$ cat config.mk
export PLATFORM = sky130hd
export DESIGN_NAME = branch_unit
export DESIGN_NICKNAME = d
export VERILOG_FILES = /design/src/lc3b_isa_pkg.sv /design/src/lc3b_pipe_pkg.sv /design/src/branch_controller.sv /design/src/branch_predictor.sv /design/src/branch_unit.sv /design/src/branch_waterfall_queue.sv
export VERILOG_INCLUDE_DIRS = /design/src
export SDC_FILE = /design/constraint.sdc
export NUM_CORES = 1
export LEC_CHECK = 0
export ABC_AREA = 1
export BUFFER_PORTS_ARGS = -buffer_cell sky130_fd_sc_hd__buf_2
export CELL_PAD_IN_SITES_DETAIL_PLACEMENT = 1
export CELL_PAD_IN_SITES_GLOBAL_PLACEMENT = 1
export CORE_MARGIN = 2
export CORE_UTILIZATION = 40
export CTS_CLUSTER_DIAMETER = 30
export CTS_CLUSTER_SIZE = 40
export DETAILED_ROUTE_END_ITERATION = 6
export GPL_TIMING_DRIVEN = 1
export PLACE_DENSITY = 0.78
export SKIP_CTS_REPAIR_TIMING = 1
export SLEW_MARGIN = 40
export SYNTH_ARGS = -nofsm -noshare
export SYNTH_HDL_FRONTEND = slang
export SYNTH_SLANG_ARGS = --single-unit
$ cat constraint.sdc
create_clock -name clk -period 4.7 [get_ports clk]
set_clock_uncertainty 0.05 [all_clocks]
set_input_delay 0.94 -clock clk [delete_from_list [all_inputs] [get_ports clk]]
set_output_delay 0.94 -clock clk [all_outputs]
set_load 0.03 [all_outputs]
$ cat src/branch_cfg.svh
`ifndef BRANCH_CFG_SVH
`define BRANCH_CFG_SVH

// slots in the prediction queue, at least three brs can be in flight
`define BR_QUEUE_DEPTH 4

// predictor index width, 16 counters
`define BHT_INDEX_BITS 4

`endif

$ cat src/lc3b_isa_pkg.sv
`default_nettype none

package lc3b_isa_pkg;

    typedef logic [15:0] lc3b_word;

    // instruction bits [15:12]
    typedef enum logic [3:0] {
        op_br   = 4'b0000,
        op_add  = 4'b0001,
        op_ldb  = 4'b0010,
        op_stb  = 4'b0011,
        op_jsr  = 4'b0100,
        op_and  = 4'b0101,
        op_ldr  = 4'b0110,
        op_str  = 4'b0111,
        op_rti  = 4'b1000,
        op_not  = 4'b1001,
        op_ldi  = 4'b1010,
        op_sti  = 4'b1011,
        op_jmp  = 4'b1100,
        op_shf  = 4'b1101,
        op_lea  = 4'b1110,
        op_trap = 4'b1111
    } lc3b_opcode;

    typedef enum logic [2:0] {
        alu_add,
        alu_and,
        alu_not,
        alu_pass,
        alu_sll,
        alu_srl,
        alu_sra
    } lc3b_aluop;

    // next fetch pc sources
    typedef enum logic [2:0] {
        pc_plus2           = 3'd0,
        alu                = 3'd1,
        pcn                = 3'd2,
        mdr                = 3'd3,
        branch_address     = 3'd4,
        mispredict_address = 3'd5
    } lc3b_pc_mux_sel;

    typedef struct packed {
        lc3b_aluop      aluop;
        logic           load_regfile;
        logic           load_cc;
        logic           mem_read;
        logic           mem_write;
        lc3b_pc_mux_sel pc_mux_sel;
    } lc3b_control_word;

endpackage : lc3b_isa_pkg

`default_nettype wire

$ cat src/lc3b_pipe_pkg.sv
`default_nettype none

package lc3b_pipe_pkg;

    typedef struct packed {
        logic                   valid;
        lc3b_isa_pkg::lc3b_word ir;
        lc3b_isa_pkg::lc3b_word pc;
    } lc3b_fetch_snap;

    typedef struct packed {
        logic                           valid;
        lc3b_isa_pkg::lc3b_opcode       opcode;
        lc3b_isa_pkg::lc3b_control_word control;
    } lc3b_barrier_snap;

    // barrier fields plus the ex results feeding the pc mux
    typedef struct packed {
        logic                           valid;
        lc3b_isa_pkg::lc3b_opcode       opcode;
        lc3b_isa_pkg::lc3b_control_word control;
        lc3b_isa_pkg::lc3b_word         alu;
        lc3b_isa_pkg::lc3b_word         pcn;
    } lc3b_ex_mem_snap;

    typedef struct packed {
        logic                           valid;
        lc3b_isa_pkg::lc3b_opcode       opcode;
        lc3b_isa_pkg::lc3b_control_word control;
        lc3b_isa_pkg::lc3b_word         mdr;
    } lc3b_mem_wb_snap;

    // one in-flight br
    typedef struct packed {
        logic                   prediction;
        lc3b_isa_pkg::lc3b_word mispredict_address;
        lc3b_isa_pkg::lc3b_word pc;
    } lc3b_pred_entry;

    typedef struct packed {
        logic active;
        logic if_id;
        logic id_ex;
        logic ex_mem;
        logic mem_wb;
    } lc3b_pipeline_control_request;

endpackage : lc3b_pipe_pkg

`default_nettype wire

$ cat src/branch_controller.sv
`timescale 1ns/1ps
`default_nettype none

module branch_controller (
    input  lc3b_pipe_pkg::lc3b_fetch_snap               fetch,
    input  lc3b_pipe_pkg::lc3b_barrier_snap             if_id,
    input  lc3b_pipe_pkg::lc3b_barrier_snap             id_ex,
    input  lc3b_pipe_pkg::lc3b_ex_mem_snap              ex_mem,
    input  lc3b_pipe_pkg::lc3b_mem_wb_snap              mem_wb,
    input  logic                                        br_en,
    input  logic                                        prediction,
    input  lc3b_pipe_pkg::lc3b_pred_entry               head,
    output lc3b_isa_pkg::lc3b_word                      pc_out,
    output lc3b_isa_pkg::lc3b_word                      pc_plus2_out,
    output lc3b_pipe_pkg::lc3b_pipeline_control_request control_request,
    output logic                                        push,
    output lc3b_pipe_pkg::lc3b_pred_entry               push_entry,
    output logic                                        pop,
    output logic                                        flush,
    output logic                                        train,
    output lc3b_isa_pkg::lc3b_word                      train_pc,
    output logic                                        train_taken,
    output logic                                        resolved_correct,
    output logic                                        resolved_incorrect
);

    lc3b_isa_pkg::lc3b_opcode     fetch_opcode;
    lc3b_isa_pkg::lc3b_word       offset9;
    lc3b_isa_pkg::lc3b_word       branch_address;
    lc3b_isa_pkg::lc3b_pc_mux_sel pc_mux_sel;
    logic                         fetch_is_br;
    logic                         resolve_br;
    logic                         mispredict;
    logic                         jump_in_flight;

    // jmp, jsr and trap all redirect fetch
    function automatic logic is_jump(input lc3b_isa_pkg::lc3b_opcode op);
        return op == lc3b_isa_pkg::op_jmp ||
               op == lc3b_isa_pkg::op_jsr ||
               op == lc3b_isa_pkg::op_trap;
    endfunction

    assign fetch_opcode   = lc3b_isa_pkg::lc3b_opcode'(fetch.ir[15:12]);
    assign pc_plus2_out   = fetch.pc + 16'd2;
    assign offset9        = {{6{fetch.ir[8]}}, fetch.ir[8:0], 1'b0};
    assign branch_address = pc_plus2_out + offset9;

    assign fetch_is_br = fetch.valid && fetch_opcode == lc3b_isa_pkg::op_br;
    assign resolve_br  = ex_mem.valid && ex_mem.opcode == lc3b_isa_pkg::op_br;
    assign mispredict  = resolve_br && (head.prediction != br_en);

    // the queue head is the br now in ex/mem
    assign pop                = resolve_br;
    assign flush              = mispredict;
    assign train              = resolve_br;
    assign train_pc           = head.pc;
    assign train_taken        = br_en;
    assign resolved_correct   = resolve_br && !mispredict;
    assign resolved_incorrect = mispredict;

    // recovery address is the path not taken
    always_comb begin
        push_entry.prediction = prediction;
        push_entry.pc         = fetch.pc;
        if (prediction) begin
            push_entry.mispredict_address = pc_plus2_out;
        end else begin
            push_entry.mispredict_address = branch_address;
        end
    end

    always_comb begin
        control_request = '0;
        pc_mux_sel      = lc3b_isa_pkg::pc_plus2;
        jump_in_flight  = 1'b0;
        push            = 1'b0;

        if (if_id.valid && is_jump(if_id.opcode)) begin
            jump_in_flight        = 1'b1;
            control_request.if_id = 1'b1;
        end

        if (id_ex.valid && is_jump(id_ex.opcode)) begin
            jump_in_flight        = 1'b1;
            control_request.if_id = 1'b1;
            control_request.id_ex = 1'b1;
        end

        if (ex_mem.valid && is_jump(ex_mem.opcode)) begin
            jump_in_flight         = 1'b1;
            control_request.if_id  = 1'b1;
            control_request.id_ex  = 1'b1;
            control_request.ex_mem = 1'b1;
            // trap target only arrives from memory
            if (ex_mem.opcode != lc3b_isa_pkg::op_trap) begin
                pc_mux_sel = ex_mem.control.pc_mux_sel;
            end
        end

        if (mem_wb.valid && mem_wb.opcode == lc3b_isa_pkg::op_trap) begin
            jump_in_flight         = 1'b1;
            control_request.if_id  = 1'b1;
            control_request.id_ex  = 1'b1;
            control_request.ex_mem = 1'b1;
            control_request.mem_wb = 1'b1;
            pc_mux_sel             = mem_wb.control.pc_mux_sel;
        end

        // fetched br is dead if a jump is flushing behind it
        if (!jump_in_flight && fetch_is_br) begin
            push = 1'b1;
            if (prediction) begin
                pc_mux_sel = lc3b_isa_pkg::branch_address;
            end else begin
                pc_mux_sel = lc3b_isa_pkg::pc_plus2;
            end
        end

        if (resolve_br) begin
            if (mispredict) begin
                pc_mux_sel             = lc3b_isa_pkg::mispredict_address;
                control_request.if_id  = 1'b1;
                control_request.id_ex  = 1'b1;
                control_request.ex_mem = 1'b1;
            end else begin
                pc_mux_sel = lc3b_isa_pkg::pc_plus2;
            end
        end

        control_request.active = control_request.if_id  |
                                 control_request.id_ex  |
                                 control_request.ex_mem |
                                 control_request.mem_wb;
    end

    // next fetch pc
    always_comb begin
        case (pc_mux_sel)
            lc3b_isa_pkg::pc_plus2:           pc_out = pc_plus2_out;
            lc3b_isa_pkg::alu:                pc_out = ex_mem.alu;
            lc3b_isa_pkg::pcn:                pc_out = ex_mem.pcn;
            lc3b_isa_pkg::mdr:                pc_out = mem_wb.mdr;
            lc3b_isa_pkg::branch_address:     pc_out = branch_address;
            lc3b_isa_pkg::mispredict_address: pc_out = head.mispredict_address;
            default:                          pc_out = pc_plus2_out;
        endcase
    end

endmodule : branch_controller

`default_nettype wire

$ cat src/branch_predictor.sv
`timescale 1ns/1ps
`default_nettype none

`include "branch_cfg.svh"

module branch_predictor (
    input  logic                   clk,
    input  logic                   rst_n,
    input  logic                   stall,
    input  lc3b_isa_pkg::lc3b_word fetch_pc,
    output logic                   prediction,
    input  logic                   train,
    input  lc3b_isa_pkg::lc3b_word train_pc,
    input  logic                   train_taken
);

    localparam int INDEX_BITS = `BHT_INDEX_BITS;
    localparam int ENTRIES    = 1 << INDEX_BITS;

    logic [1:0]            counters [ENTRIES];
    logic [INDEX_BITS-1:0] fetch_index;
    logic [INDEX_BITS-1:0] train_index;
    logic [1:0]            train_count;

    // instructions are halfword aligned, bit 0 is always zero
    assign fetch_index = fetch_pc[INDEX_BITS:1];
    assign train_index = train_pc[INDEX_BITS:1];

    // top bit set means taken
    assign prediction  = counters[fetch_index][1];
    assign train_count = counters[train_index];

    always_ff @(posedge clk) begin
        if (!rst_n) begin
            // weakly not-taken
            for (int i = 0; i < ENTRIES; i++) begin
                counters[i] <= 2'b01;
            end
        end else if (!stall && train) begin
            if (train_taken && train_count != 2'b11) begin
                counters[train_index] <= train_count + 2'd1;
            end else if (!train_taken && train_count != 2'b00) begin
                counters[train_index] <= train_count - 2'd1;
            end
        end
    end

endmodule : branch_predictor

`default_nettype wire

$ cat src/branch_unit.sv
`timescale 1ns/1ps
`default_nettype none

module branch_unit (
    input  logic                                        clk,
    input  logic                                        rst_n,
    input  logic                                        stall,
    input  lc3b_pipe_pkg::lc3b_fetch_snap               fetch,
    input  lc3b_pipe_pkg::lc3b_barrier_snap             if_id,
    input  lc3b_pipe_pkg::lc3b_barrier_snap             id_ex,
    input  lc3b_pipe_pkg::lc3b_ex_mem_snap              ex_mem,
    input  lc3b_pipe_pkg::lc3b_mem_wb_snap              mem_wb,
    input  logic                                        br_en,
    output lc3b_isa_pkg::lc3b_word                      pc_out,
    output lc3b_isa_pkg::lc3b_word                      pc_plus2_out,
    output lc3b_pipe_pkg::lc3b_pipeline_control_request control_request,
    output logic                                        resolved_correct,
    output logic                                        resolved_incorrect
);

    logic                          prediction;
    logic                          push;
    lc3b_pipe_pkg::lc3b_pred_entry push_entry;
    logic                          pop;
    logic                          flush;
    lc3b_pipe_pkg::lc3b_pred_entry head;
    logic                          train;
    lc3b_isa_pkg::lc3b_word        train_pc;
    logic                          train_taken;

    branch_predictor predictor (
        .clk         (clk),
        .rst_n       (rst_n),
        .stall       (stall),
        .fetch_pc    (fetch.pc),
        .prediction  (prediction),
        .train       (train),
        .train_pc    (train_pc),
        .train_taken (train_taken)
    );

    branch_waterfall_queue waterfall_queue (
        .clk        (clk),
        .rst_n      (rst_n),
        .stall      (stall),
        .push       (push),
        .push_entry (push_entry),
        .pop        (pop),
        .flush      (flush),
        .head       (head)
    );

    branch_controller controller (
        .fetch              (fetch),
        .if_id              (if_id),
        .id_ex              (id_ex),
        .ex_mem             (ex_mem),
        .mem_wb             (mem_wb),
        .br_en              (br_en),
        .prediction         (prediction),
        .head               (head),
        .pc_out             (pc_out),
        .pc_plus2_out       (pc_plus2_out),
        .control_request    (control_request),
        .push               (push),
        .push_entry         (push_entry),
        .pop                (pop),
        .flush              (flush),
        .train              (train),
        .train_pc           (train_pc),
        .train_taken        (train_taken),
        .resolved_correct   (resolved_correct),
        .resolved_incorrect (resolved_incorrect)
    );

endmodule : branch_unit

`default_nettype wire

$ cat src/branch_waterfall_queue.sv
`timescale 1ns/1ps
`default_nettype none

`include "branch_cfg.svh"

module branch_waterfall_queue (
    input  logic                          clk,
    input  logic                          rst_n,
    input  logic                          stall,
    input  logic                          push,
    input  lc3b_pipe_pkg::lc3b_pred_entry push_entry,
    input  logic                          pop,
    input  logic                          flush,
    output lc3b_pipe_pkg::lc3b_pred_entry head
);

    localparam int DEPTH    = `BR_QUEUE_DEPTH;
    localparam int PTR_BITS = (DEPTH > 1) ? $clog2(DEPTH) : 1;
    localparam int CNT_BITS = $clog2(DEPTH + 1);

    lc3b_pipe_pkg::lc3b_pred_entry entries [DEPTH];

    logic [PTR_BITS-1:0] rd_ptr;
    logic [PTR_BITS-1:0] wr_ptr;
    logic [CNT_BITS-1:0] count;
    logic                full;
    logic                empty;
    logic                do_push;
    logic                do_pop;

    // wrap for depths that are not a power of two
    function automatic logic [PTR_BITS-1:0] ptr_inc(input logic [PTR_BITS-1:0] ptr);
        logic [PTR_BITS-1:0] next;
        if (ptr == PTR_BITS'(DEPTH - 1)) begin
            next = '0;
        end else begin
            next = ptr + 1'b1;
        end
        return next;
    endfunction

    assign full  = (count == CNT_BITS'(DEPTH));
    assign empty = (count == '0);

    // a push in a flush cycle belongs to a squashed br
    assign do_push = push && !flush && !full;
    assign do_pop  = pop && !empty;

    // oldest entry is always the br sitting in ex/mem
    assign head = entries[rd_ptr];

    always_ff @(posedge clk) begin
        if (!stall && do_push) begin
            entries[wr_ptr] <= push_entry;
        end
    end

    always_ff @(posedge clk) begin
        if (!rst_n) begin
            rd_ptr <= '0;
            wr_ptr <= '0;
            count  <= '0;
        end else if (!stall) begin
            if (flush) begin
                // pop and empty in one step
                rd_ptr <= '0;
                wr_ptr <= '0;
                count  <= '0;
            end else begin
                if (do_push) begin
                    wr_ptr <= ptr_inc(wr_ptr);
                end
                if (do_pop) begin
                    rd_ptr <= ptr_inc(rd_ptr);
                end
                count <= count + CNT_BITS'(do_push) - CNT_BITS'(do_pop);
            end
        end
    end

endmodule : branch_waterfall_queue

`default_nettype wire

==> flow_metrics.py, run 1 <==
metrics = {
    "status": {
        "outcome": "finished with violations",
        "violations": "negative setup slack",
    },
    "min_path": {
        "hp-class": "flop to flop",
        "min_from": "waterfall_queue.rd_ptr[1]",
    },
    "grt": {
        "grt-ovfl-total": 0,
        "grt_pass1_wl_um": 44200,
        "grt_pass1_vias": 8545,
        "grt_usage_pct": 26.4,
        "grt_max_degree": 41,
        "grt_antenna_before_repair": 0,
    },
    "place": {
        "placed_area_mm2": 0.00975,
        "dp_hpwl_um": 20500,
        "port_buffers": 146,
        "gp_congestion": 0.874,
        "dp_cells": 1496,
    },
    "logic_synthesis": {
        "yosys.cell_types.count": 41,
        "synth.top_cell.area_share_pct": 42.7,
        "avgSynthCellArea_um2": 7.91,
        "ys_seq_area_share_pct": 44.9,
        "synth.area.top_cells": "edfxtp_1, nand2_1, nand3_1, nor2_1, inv_1",
        "syn_area_mm2": 0.00815,
        "synth_edf_count": 116,
        "synth_top_cell_by_area": "edfxtp_1",
        "syn_inst": 1031,
        "synthesis.nets": 1202,
        "ys_warn_count": 0,
        "synth_flop_cell": "edfxtp_1",
        "async_flop_share_pct": 0,
        "ys_ff_latch": 125,
    },
    "detailed_routing": {
        "dr.pass1.iters": 4,
        "ant_nets": 0,
        "viasPerCell": 5.47,
        "finalWirelength_um": 30300,
        "num_vias": 8404,
        "drt-initial-drc-count": 573,
        "wl_per_cell_um": 19.7,
        "drc": 0,
    },
    "die": {
        "io_pins": 184,
        "core_area_mm2": 0.0201,
        "die_y_um": 147,
        "start_util_pct": 40.6,
        "dieArea_mm2": 0.0215,
        "rows": 52,
        "die-width_um": 147,
    },
    "flow_run": {
        "max_cap_viol_count": 0,
    },
    "critical_path": {
        "cp_cell_sequence": "buf_8 > ha_4 > inv_2 > nor2_4 > nand2_4 > nor3_4 > inv_1 > nor3_2 > nand3_1 > xor2_2 > inv_2 > ha_4 > buf_6 > a21oi_2 > nand2_1 > a21oi_2 > nand2_1 > nand2_2 > nand2_2 > nand3_2 > nand2_2 > nor2_2 > nand3_1 > buf_6",
        "critical_path.top_delay_family": "simple AND/OR/NAND/NOR gates",
        "rr_worst_depth": 17,
        "max_stage_delay_ns": 0.27,
        "setup.worst_path.end": "pc_out[14]",
        "crit_start": "fetch[1]",
        "endpoint_kind": "output pin",
        "worstSetupStartpointType": "primary input",
        "crit_path_max_fanout": 4,
        "r2r_end": "predictor.counters[3][1]",
        "slowest_stage": "ha_4",
        "path_class": "primary input to output pin",
        "cp.required_ns": 3.71,
        "path_common_cell": "nand2_2",
        "ff2ff_setup_slack_ns": 1.15,
        "cp_num_cells": 24,
        "crit_buf_inv": 6,
        "cp.arrival_ns": 3.93,
    },
    "clock_network": {
        "clk_pin_slew_worst_paths_ns": 0.06,
        "cts_tree": "yes",
        "cts_inserted_buffers": 17,
        "cts_root_buffer": "clkbuf_16",
        "cts_num_sinks": 125,
        "htree_levels": 4,
        "clk_latency_ns": 0.43,
        "clk_path_buf_depth": 2,
    },
    "finish": {
        "utilization_pct": 54.0,
        "fin_cells": 1537,
        "layout_common_cells": "nand2_1, buf_2, edfxtp_1, nand3_1, buf_4",
        "layout-drive-gt1-share_pct": 31.6,
        "stdcell_area_mm2": 0.0109,
        "diodes": 0,
        "fin_nets": 1425,
        "final_common_cell": "nand2_1",
        "area_delta_synth_final_pct": 33.2,
    },
    "sta": {
        "report.final.slew_viol_count": 0,
        "layout_setup_ws_ns": -0.220,
        "period_share_pct": 105,
        "fmax_ghz": 0.203,
        "timing.final.crit_period_ns": 4.92,
        "rsz0062_at_grt": "yes",
        "finalHoldViolations": 0,
        "setup_tns_ns": -0.655,
        "slew_headroom_pct": 58.7,
        "worstMarginPinSlew_ns": 0.617,
        "setup_viol": 4,
    },
    "power": {
        "leakagePower_nw": 4.99,
        "clkPwrFrac_pct": 40.3,
        "p_int_mw": 2.28,
        "fin_total_pwr_mw": 3.29,
        "ir_drop_v": 0.000248,
        "switching_share_pct": 30.8,
        "p_sw_mw": 1.01,
        "seq_power_share_pct": 38.1,
        "powerDensity_mw_per_mm2": 303,
        "p_comb_share_pct": 21.6,
    },
}
-- power by group through the flow --
stage | logic (mW) | clock network [mW] | registers (mW)
floorplan | 0.342 | 0 | 1.27
global placement | 0.594 | 0 | 1.28
detailed placement | 0.616 | 0 | 1.28
CTS | 0.621 | 1.34 | 1.25
global route | 0.764 | 1.38 | 1.25
finish | 0.710 | 1.32 | 1.25
-- worst min-delay path: stages (launching register included) --
cell and delay [ns]:
dfxtp_1 0.32, nand3_1 0.09, a21oi_1 0.09
-- cell usage after synthesis (8+ instances only) --
cell	instances
nand3_1	121
nor2_1	109
nand2_1	284
edfxtp_1	116
dfxtp_1	9
xor2_1	15
inv_2	8
a21oi_1	24
ha_1	24
nand4_1	39
clkbuf_1	19
nand3_2	9
buf_2	12
o21ai_0	60
o22ai_1	16
nor3_1	8
inv_1	95
nand2_2	11
-- per-stage QoR --
| stage | hold slack, ns | setup slack (ns) |
|---|---|---|
| 2_1_floorplan | 0.423 | 0.00828 |
| 3_5_place_dp | 0.466 | -0.542 |
| 3_3_place_gp | 0.461 | -0.383 |
| 5_1_grt | 0.525 | -0.348 |
| 4_1_cts | 0.505 | -0.633 |
| 6_report | 0.503 | -0.220 |
-- cell type report --
| class | instances | area [µm²] |
|---|---|---|
| fillers | 2473 | 9250 |
| multi-input cells | 761 | 4320 |
| flip-flops and latches | 125 | 3660 |
| repair buffers | 246 | 1550 |
| clock buffers | 17 | 425 |
| inverters | 103 | 390 |
| well taps | 270 | 338 |
| clock inverters | 15 | 166 |
-- worst min path at each step --
| stage | to | cells after the start |
|---|---|---|
| after floorplan | flop | 2 |
| after global placement | waterfall_queue.wr_ptr[1] | 2 |
| after detailed placement | waterfall_queue.rd_ptr[1] | 2 |
| after CTS | waterfall_queue.rd_ptr[1] | 2 |
| after global routing | waterfall_queue.rd_ptr[1] | 2 |
| final | waterfall_queue.rd_ptr[1] | 2 |
-- flip-flops by register name, indices dropped and copies added (netlist names), named ones only --
signal,flops
waterfall_queue.entries,84
predictor.counters,32
waterfall_queue.count,3
waterfall_queue.rd_ptr,2
waterfall_queue.wr_ptr,2
-- cell families (layout without fill, tap and decap cells) --
kind of cell | Yosys count | after routing | share of synthesized area (%)
and+or+nand+nor | 599 | 599 | 33.0
buffers and inverters | 145 | 381 | 7.55
DFF | 125 | 125 | 44.9
AOI/OAI and AO/OA | 115 | 115 | 8.01
adders and majority gates | 26 | 26 | 4.17
xor gates and xnor gates | 21 | 21 | 2.35
-- routing by layer --
layer | wire length (µm) | part of all wire, % | track usage, % | up-vias
met4 | 1420 | 4.7 | 11.1 | 0
met3 | 1460 | 4.8 | 3.82 | 89
li1 | - | - | - | 3920
met1 | 11600 | 38 | 30.2 | 4105
met5 | 0 | 0 | 0 | -
met2 | 15700 | 52 | 49.1 | 290
Power figures use the tool's default switching activity.
==> run 2, diff against run 1 <==
--- a/config.mk
+++ b/config.mk
@@ -6,17 +6,18 @@
 export SDC_FILE = /design/constraint.sdc
 export NUM_CORES = 1
 export LEC_CHECK = 0
-export ABC_AREA = 1
+export ABC_AREA = 0
 export BUFFER_PORTS_ARGS = -buffer_cell sky130_fd_sc_hd__buf_2
 export CELL_PAD_IN_SITES_DETAIL_PLACEMENT = 1
 export CELL_PAD_IN_SITES_GLOBAL_PLACEMENT = 1
 export CORE_MARGIN = 2
-export CORE_UTILIZATION = 40
+export CORE_UTILIZATION = 43
 export CTS_CLUSTER_DIAMETER = 30
 export CTS_CLUSTER_SIZE = 40
 export DETAILED_ROUTE_END_ITERATION = 6
 export GPL_TIMING_DRIVEN = 1
-export PLACE_DENSITY = 0.78
+export MAX_ROUTING_LAYER = met4
+export PLACE_DENSITY = 0.82
 export SKIP_CTS_REPAIR_TIMING = 1
 export SLEW_MARGIN = 40
 export SYNTH_ARGS = -nofsm -noshare
==> flow_metrics.py, run 2 <==
metrics = {
    "status": {
        "outcome": "finished with violations",
        "violations": "negative setup slack",
    },
    "logic_synthesis": {
        "ys_ff_latch": 125,
        "muxShareOfSynthArea_pct": 15.9,
        "synthSimpleGateAreaFrac_pct": 12.5,
        "synth_compound_area_share_pct": 12.0,
        "synth_top_cell_by_area": "edfxtp_1",
        "yosys.cell_types.count": 64,
        "syn_area_mm2": 0.00758,
        "ys_warn_count": 0,
        "synthesis.nets": 804,
        "synthAdderAreaFrac_pct": 4.49,
        "async_flop_share_pct": 0,
        "synth_top_family_by_area": "multiplexers",
        "yosys.area_share.xor_xnor_pct": 3.00,
        "syn_inst": 633,
        "synth_common_cells": "edfxtp_1, nand2_1, mux2i_1",
        "synth_flop_cell": "edfxtp_1",
        "avgSynthCellArea_um2": 12.0,
        "ys_seq_area_share_pct": 48.3,
        "synth.top_cell.area_share_pct": 45.9,
        "synth_edf_count": 116,
        "post-synth-top-count-cell": "edfxtp_1",
        "synth.area.top_cells": "edfxtp_1, mux4_2, mux2i_1, ha_1, mux2_2",
    },
    "finish": {
        "layout_common_cells": "buf_2, edfxtp_1, buf_4, nand2_1, mux2i_1",
        "fin_nets": 1006,
        "regArea_mm2": 0.00366,
        "largest_reg_flops": 84,
        "fillCellCount": 1810,
        "multi_input_area_mm2": 0.00383,
        "area_delta_synth_final_pct": 29.0,
        "layout-drive-gt1-share_pct": 39.9,
        "final_common_cell": "buf_2",
        "top_regs": "waterfall_queue.entries x84, predictor.counters x32, waterfall_queue.count x3",
        "fin_cells": 1074,
        "utilization_pct": 56.5,
        "regMostFlops": "waterfall_queue.entries",
    },
    "die": {
        "dieArea_mm2": 0.0187,
        "die-width_um": 137,
        "core_area_mm2": 0.0173,
        "io_pins": 184,
        "die_y_um": 137,
        "rows": 48,
        "start_util_pct": 43.8,
    },
    "detailed_routing": {
        "dr.pass1.iters": 5,
        "ant_nets": 0,
        "drc": 0,
        "viasPerCell": 5.99,
        "finalWirelength_um": 26000,
        "num_vias": 6438,
        "wl_per_cell_um": 24.2,
        "drt-initial-drc-count": 514,
    },
    "power": {
        "ir_drop_v": 0.000263,
        "fin_total_pwr_mw": 3.10,
        "powerDensity_mw_per_mm2": 317,
        "leakagePower_nw": 3.88,
    },
    "place": {
        "port_buffers": 146,
        "pre_cts_slack_ns": -0.225,
        "dp_cells": 1037,
        "gp_congestion": 0.933,
        "dp_hpwl_um": 18300,
    },
    "grt": {
        "grt_antenna_before_repair": 0,
        "grt_usage_pct": 28.4,
        "grt_pass1_vias": 7098,
        "grt-ovfl-total": 0,
        "grt_max_degree": 33,
        "grt_pass1_wl_um": 38200,
    },
    "critical_path": {
        "crit_path_max_fanout": 4,
        "max_stage_delay_ns": 0.37,
        "path_class": "primary input to output pin",
        "ff2ff_setup_slack_ns": 0.78,
        "cp_cell_sequence": "buf_8 > ha_4 > nand4_1 > nor2_2 > xnor2_2 > ha_1 > a21oi_2 > o21ai_0 > o21ai_1 > o21ai_1 > a31oi_1 > xor2_1 > o21ai_1 > buf_2",
        "worstSetupStartpointType": "primary input",
        "cp.arrival_ns": 3.74,
        "crit_buf_inv": 2,
        "path_common_cell": "o21ai_1",
        "endpoint_kind": "output pin",
        "critical_path.top_delay_family": "compound AO/OA/AOI/OAI gates",
        "cp.required_ns": 3.71,
        "crit_start": "fetch[1]",
        "slowest_stage": "ha_1",
    },
    "clock_network": {
        "clk_pin_slew_worst_paths_ns": 0.05,
        "htree_levels": 4,
        "cts_num_sinks": 125,
        "cts_root_buffer": "clkbuf_16",
        "clk_path_buf_depth": 2,
        "clk_latency_ns": 0.43,
        "cts_inserted_buffers": 17,
        "cts_tree": "yes",
    },
    "sta": {
        "period_share_pct": 101,
        "rsz0062_at_grt": "yes",
        "worstMarginPinSlew_ns": 0.817,
        "finalHoldViolations": 0,
        "report.final.slew_viol_count": 0,
        "fmax_ghz": 0.211,
        "setup_viol": 2,
        "slew_headroom_pct": 45.3,
        "timing.final.crit_period_ns": 4.73,
        "layout_setup_ws_ns": -0.0282,
    },
    "flow_run": {
        "max_cap_viol_count": 0,
    },
    "min_path": {
        "hp-class": "flop to flop",
        "min_from": "waterfall_queue.count[0]",
    },
}
## run 2: logic make-up after synthesis
kind of cell             count (synthesis)
AND/OR/NAND/NOR                        185
AO/OA/AOI/OAI                          129
flip-flops                             125
multiplexers                            84
buffers and inverters                   58
XOR/XNOR                                26
adder cells (fa/ha/maj)                 26
## run 2: cell type report
cell class                      instances  area share [%]
Timing Repair Buffer                  213            13.6
Clock buffer                           17            4.35
Clock inverter                         15            1.41
Antenna cell                            1          0.0256
Multi-Input combinational cell        450            39.2
Inverter                               28            1.07
Tap cell                              225            2.88
Sequential cell                       125            37.5
## run 2: worst register-to-register path, cell delays in order, from the launching register on
cell	delay (ns)
dfxtp_1	0.35
buf_4	0.40
mux4_2	0.73
nor2_1	0.46
a22oi_1	0.25
nand2_1	0.20
nor3_1	0.07
nor3_1	0.22
a31oi_2	0.06
buf_4	0.24
o31ai_1	0.52
## run 2: final timing paths
check                           depth (start not counted)                         to
worst min-delay path                                    2   waterfall_queue.count[0]
worst max register to register                         10  predictor.counters[14][0]
worst max-delay path                                   14                 pc_out[14]
worst min register to register                          2   waterfall_queue.count[0]
## run 2: through the flow
stage	setup TNS [ns]	hold WS [ns]	instance area (µm²)
after floorplan	0	0.429	7630
after global placement	-0.0727	0.462	8960
after detailed placement	-0.595	0.515	8960
after CTS	-0.963	0.528	9520
after global routing	-0.418	0.554	9780
final	-0.0521	0.524	9780
## run 2: routing by layer
metal  routed length, µm  vias to the layer above  share of wire (%)  GRT usage, %
li1                    -                     2867                  -             -
met1                9670                     3223                 37          30.1
met2               13700                      285                 53          50.4
met3                1820                       63                7.0          5.96
met4                 809                        0                3.1          13.7
met5                   0                        -                  0             -
## run 2: report_power, final
part,switching [mW],internal [mW],total (mW)
sequential,0.00415,1.25,1.26
clock,0.513,0.732,1.25
combinational,0.351,0.243,0.594
==> run 3, diff against run 2 <==
--- a/config.mk
+++ b/config.mk
@@ -7,17 +7,17 @@
 export NUM_CORES = 1
 export LEC_CHECK = 0
 export ABC_AREA = 0
-export BUFFER_PORTS_ARGS = -buffer_cell sky130_fd_sc_hd__buf_2
 export CELL_PAD_IN_SITES_DETAIL_PLACEMENT = 1
 export CELL_PAD_IN_SITES_GLOBAL_PLACEMENT = 1
 export CORE_MARGIN = 2
-export CORE_UTILIZATION = 43
+export CORE_UTILIZATION = 55
 export CTS_CLUSTER_DIAMETER = 30
 export CTS_CLUSTER_SIZE = 40
 export DETAILED_ROUTE_END_ITERATION = 6
+export DONT_BUFFER_PORTS = 1
 export GPL_TIMING_DRIVEN = 1
 export MAX_ROUTING_LAYER = met4
-export PLACE_DENSITY = 0.82
+export PLACE_DENSITY = 0.87
 export SKIP_CTS_REPAIR_TIMING = 1
 export SLEW_MARGIN = 40
 export SYNTH_ARGS = -nofsm -noshare
==> constraint.sdc (replaced) <==
create_clock -name clk -period 5.7 [get_ports clk]
set_clock_uncertainty 0.05 [all_clocks]
set_input_delay 1.14 -clock clk [delete_from_list [all_inputs] [get_ports clk]]
set_output_delay 1.14 -clock clk [all_outputs]
set_load 0.03 [all_outputs]
==> flow_metrics.py, run 3 (synthesis results as in run 2) <==
metrics = {
    "detailed_routing": {
        "num_vias": 5752,
        "dr.pass1.iters": 5,
        "viasPerCell": 6.86,
        "drt-initial-drc-count": 528,
        "wl_met1_um": 8260,
        "met3_length_um": 1980,
        "routed-wl-met2_um": 11700,
        "drc": 0,
        "wl_per_cell_um": 27.3,
        "finalWirelength_um": 22900,
        "top_layer": "met4",
        "ant_nets": 0,
    },
    "grt": {
        "grt_max_degree": 30,
        "grt_usage_pct": 32.9,
        "grt-ovfl-total": 0,
        "grt_antenna_before_repair": 1,
        "grt_pass1_wl_um": 34600,
        "grt_pass1_vias": 6229,
    },
    "place": {
        "dp_cells": 805,
        "port_buffers": 0,
        "pre_cts_slack_ns": 0.298,
        "placed_area_mm2": 0.00783,
        "gp_congestion": 0.884,
        "dp_hpwl_um": 16400,
    },
    "critical_path": {
        "max_stage_delay_ns": 0.42,
        "cp_cell_sequence": "ha_1 > xnor2_1 > inv_1 > ha_1 > nor2b_1 > o31a_1 > o211ai_1 > a31oi_1 > a21o_1 > a211oi_1 > o21ai_0 > a22oi_2 > buf_4",
        "ff2ff_setup_slack_ns": 1.65,
        "cp_num_cells": 13,
        "worstSetupStartpointType": "primary input",
        "setup.worst_path.end": "pc_out[15]",
        "crit_start": "fetch[1]",
        "endpoint_kind": "output pin",
        "crit_path_max_fanout": 12,
        "crit_buf_inv": 2,
        "r2r_end": "predictor.counters[11][1]",
        "path_class": "primary input to output pin",
        "cp.required_ns": 4.51,
        "cp.arrival_ns": 4.20,
        "critical_path.top_delay_family": "compound AO/OA/AOI/OAI gates",
        "rr_worst_depth": 10,
        "slowest_stage": "ha_1",
        "path_common_cell": "ha_1",
    },
    "sta": {
        "timing.final.crit_period_ns": 5.39,
        "rsz0062_at_grt": "no",
        "setup_viol": 0,
        "fmax_ghz": 0.186,
        "setup_tns_ns": 0,
        "period_share_pct": 94.5,
        "report.final.slew_viol_count": 0,
        "layout_setup_ws_ns": 0.314,
        "worstMarginPinSlew_ns": 0.798,
        "finalHoldViolations": 0,
        "hold_ws_ns": 0.531,
        "slew_headroom_pct": 46.6,
    },
    "power": {
        "leakagePower_nw": 2.98,
        "ir_drop_v": 0.000216,
        "powerDensity_mw_per_mm2": 282,
        "fin_total_pwr_mw": 2.36,
    },
    "finish": {
        "fin_cells": 839,
        "fin_nets": 819,
        "utilization_pct": 62.7,
        "regMostFlops": "waterfall_queue.entries",
        "final_common_cell": "edfxtp_1",
        "layout_common_cells": "edfxtp_1, nand2_1, mux2i_1, nor2_1, inv_1",
        "layout-drive-gt1-share_pct": 17.9,
        "largest_reg_flops": 84,
        "stdcell_area_mm2": 0.00837,
        "area_delta_synth_final_pct": 10.4,
        "top_regs": "waterfall_queue.entries x84, predictor.counters x32, waterfall_queue.count x3",
    },
    "min_path": {
        "min_from": "waterfall_queue.count[0]",
        "hp-class": "flop to flop",
    },
    "clock_network": {
        "cts_num_sinks": 125,
        "clk_latency_ns": 0.42,
        "cts_tree": "yes",
        "htree_levels": 4,
        "clk_path_buf_depth": 2,
        "cts_inserted_buffers": 17,
        "clk_pin_slew_worst_paths_ns": 0.05,
        "cts_root_buffer": "clkbuf_16",
    },
    "die": {
        "io_pins": 184,
        "die_y_um": 121,
        "start_util_pct": 56.8,
        "die-width_um": 121,
        "dieArea_mm2": 0.0147,
        "core_area_mm2": 0.0133,
        "rows": 42,
    },
    "status": {
        "outcome": "finished clean",
    },
    "flow_run": {
        "max_cap_viol_count": 0,
    },
}
-- run 3: cell types whose count changed in the layout (fill, tap and decap cells not counted), moves of 4 or more --
| cell | delta |
|---|---|
| xnor2_1 | +8 |
| xnor2_2 | -8 |
| clkinv_4 | -4 |
| o21ai_1 | -4 |
| o21ai_0 | +4 |
| ha_1 | +4 |
| buf_4 | -36 |
| buf_6 | -7 |
| nor2_1 | +4 |
| buf_2 | -138 |
-- run 3: how the worst min path moves through the flow --
stage                                      endpoint  depth (start not counted)
after detailed placement  waterfall_queue.rd_ptr[1]                          2
after global placement    waterfall_queue.rd_ptr[1]                          2
after CTS                                      flop                          2
after floorplan                                flop                          2
after global routing                           flop                          2
final                      waterfall_queue.count[0]                          2
-- run 3: power by group --
part	total, mW	leakage, nW	internal (mW)	switching [mW]
Clock	0.977	0.257	0.559	0.418
Sequential	1.04	1.10	1.03	0.00388
Combinational	0.345	1.62	0.117	0.228
Total	2.36	2.98	1.71	0.649
-- run 3: per-layer routing --
metal | vias up | track usage, %
met5 | - | -
met4 | 0 | 17.8
met3 | 79 | 9.59
met2 | 311 | 54.8
met1 | 2866 | 35.6
li1 | 2496 | -
-- run 3: worst reg2reg max path, delay by kind of cell, from the launching register on --
family	cells	cell delay, ns
AO/OA/AOI/OAI	2	1.08
multiplexers	2	0.90
flip-flops	1	0.60
buffers and inverters	2	0.61
AND/OR/NAND/NOR	4	0.53
-- run 3: area by class of cell --
class,count,area (µm²)
fill,1341,4980
sequential,125,3660
timing repair buffer,26,195
clock inverter,15,110
tap,176,220
antenna,2,5.00
inverter,28,105
clock buffer,17,425
multi-input combinational,450,3640
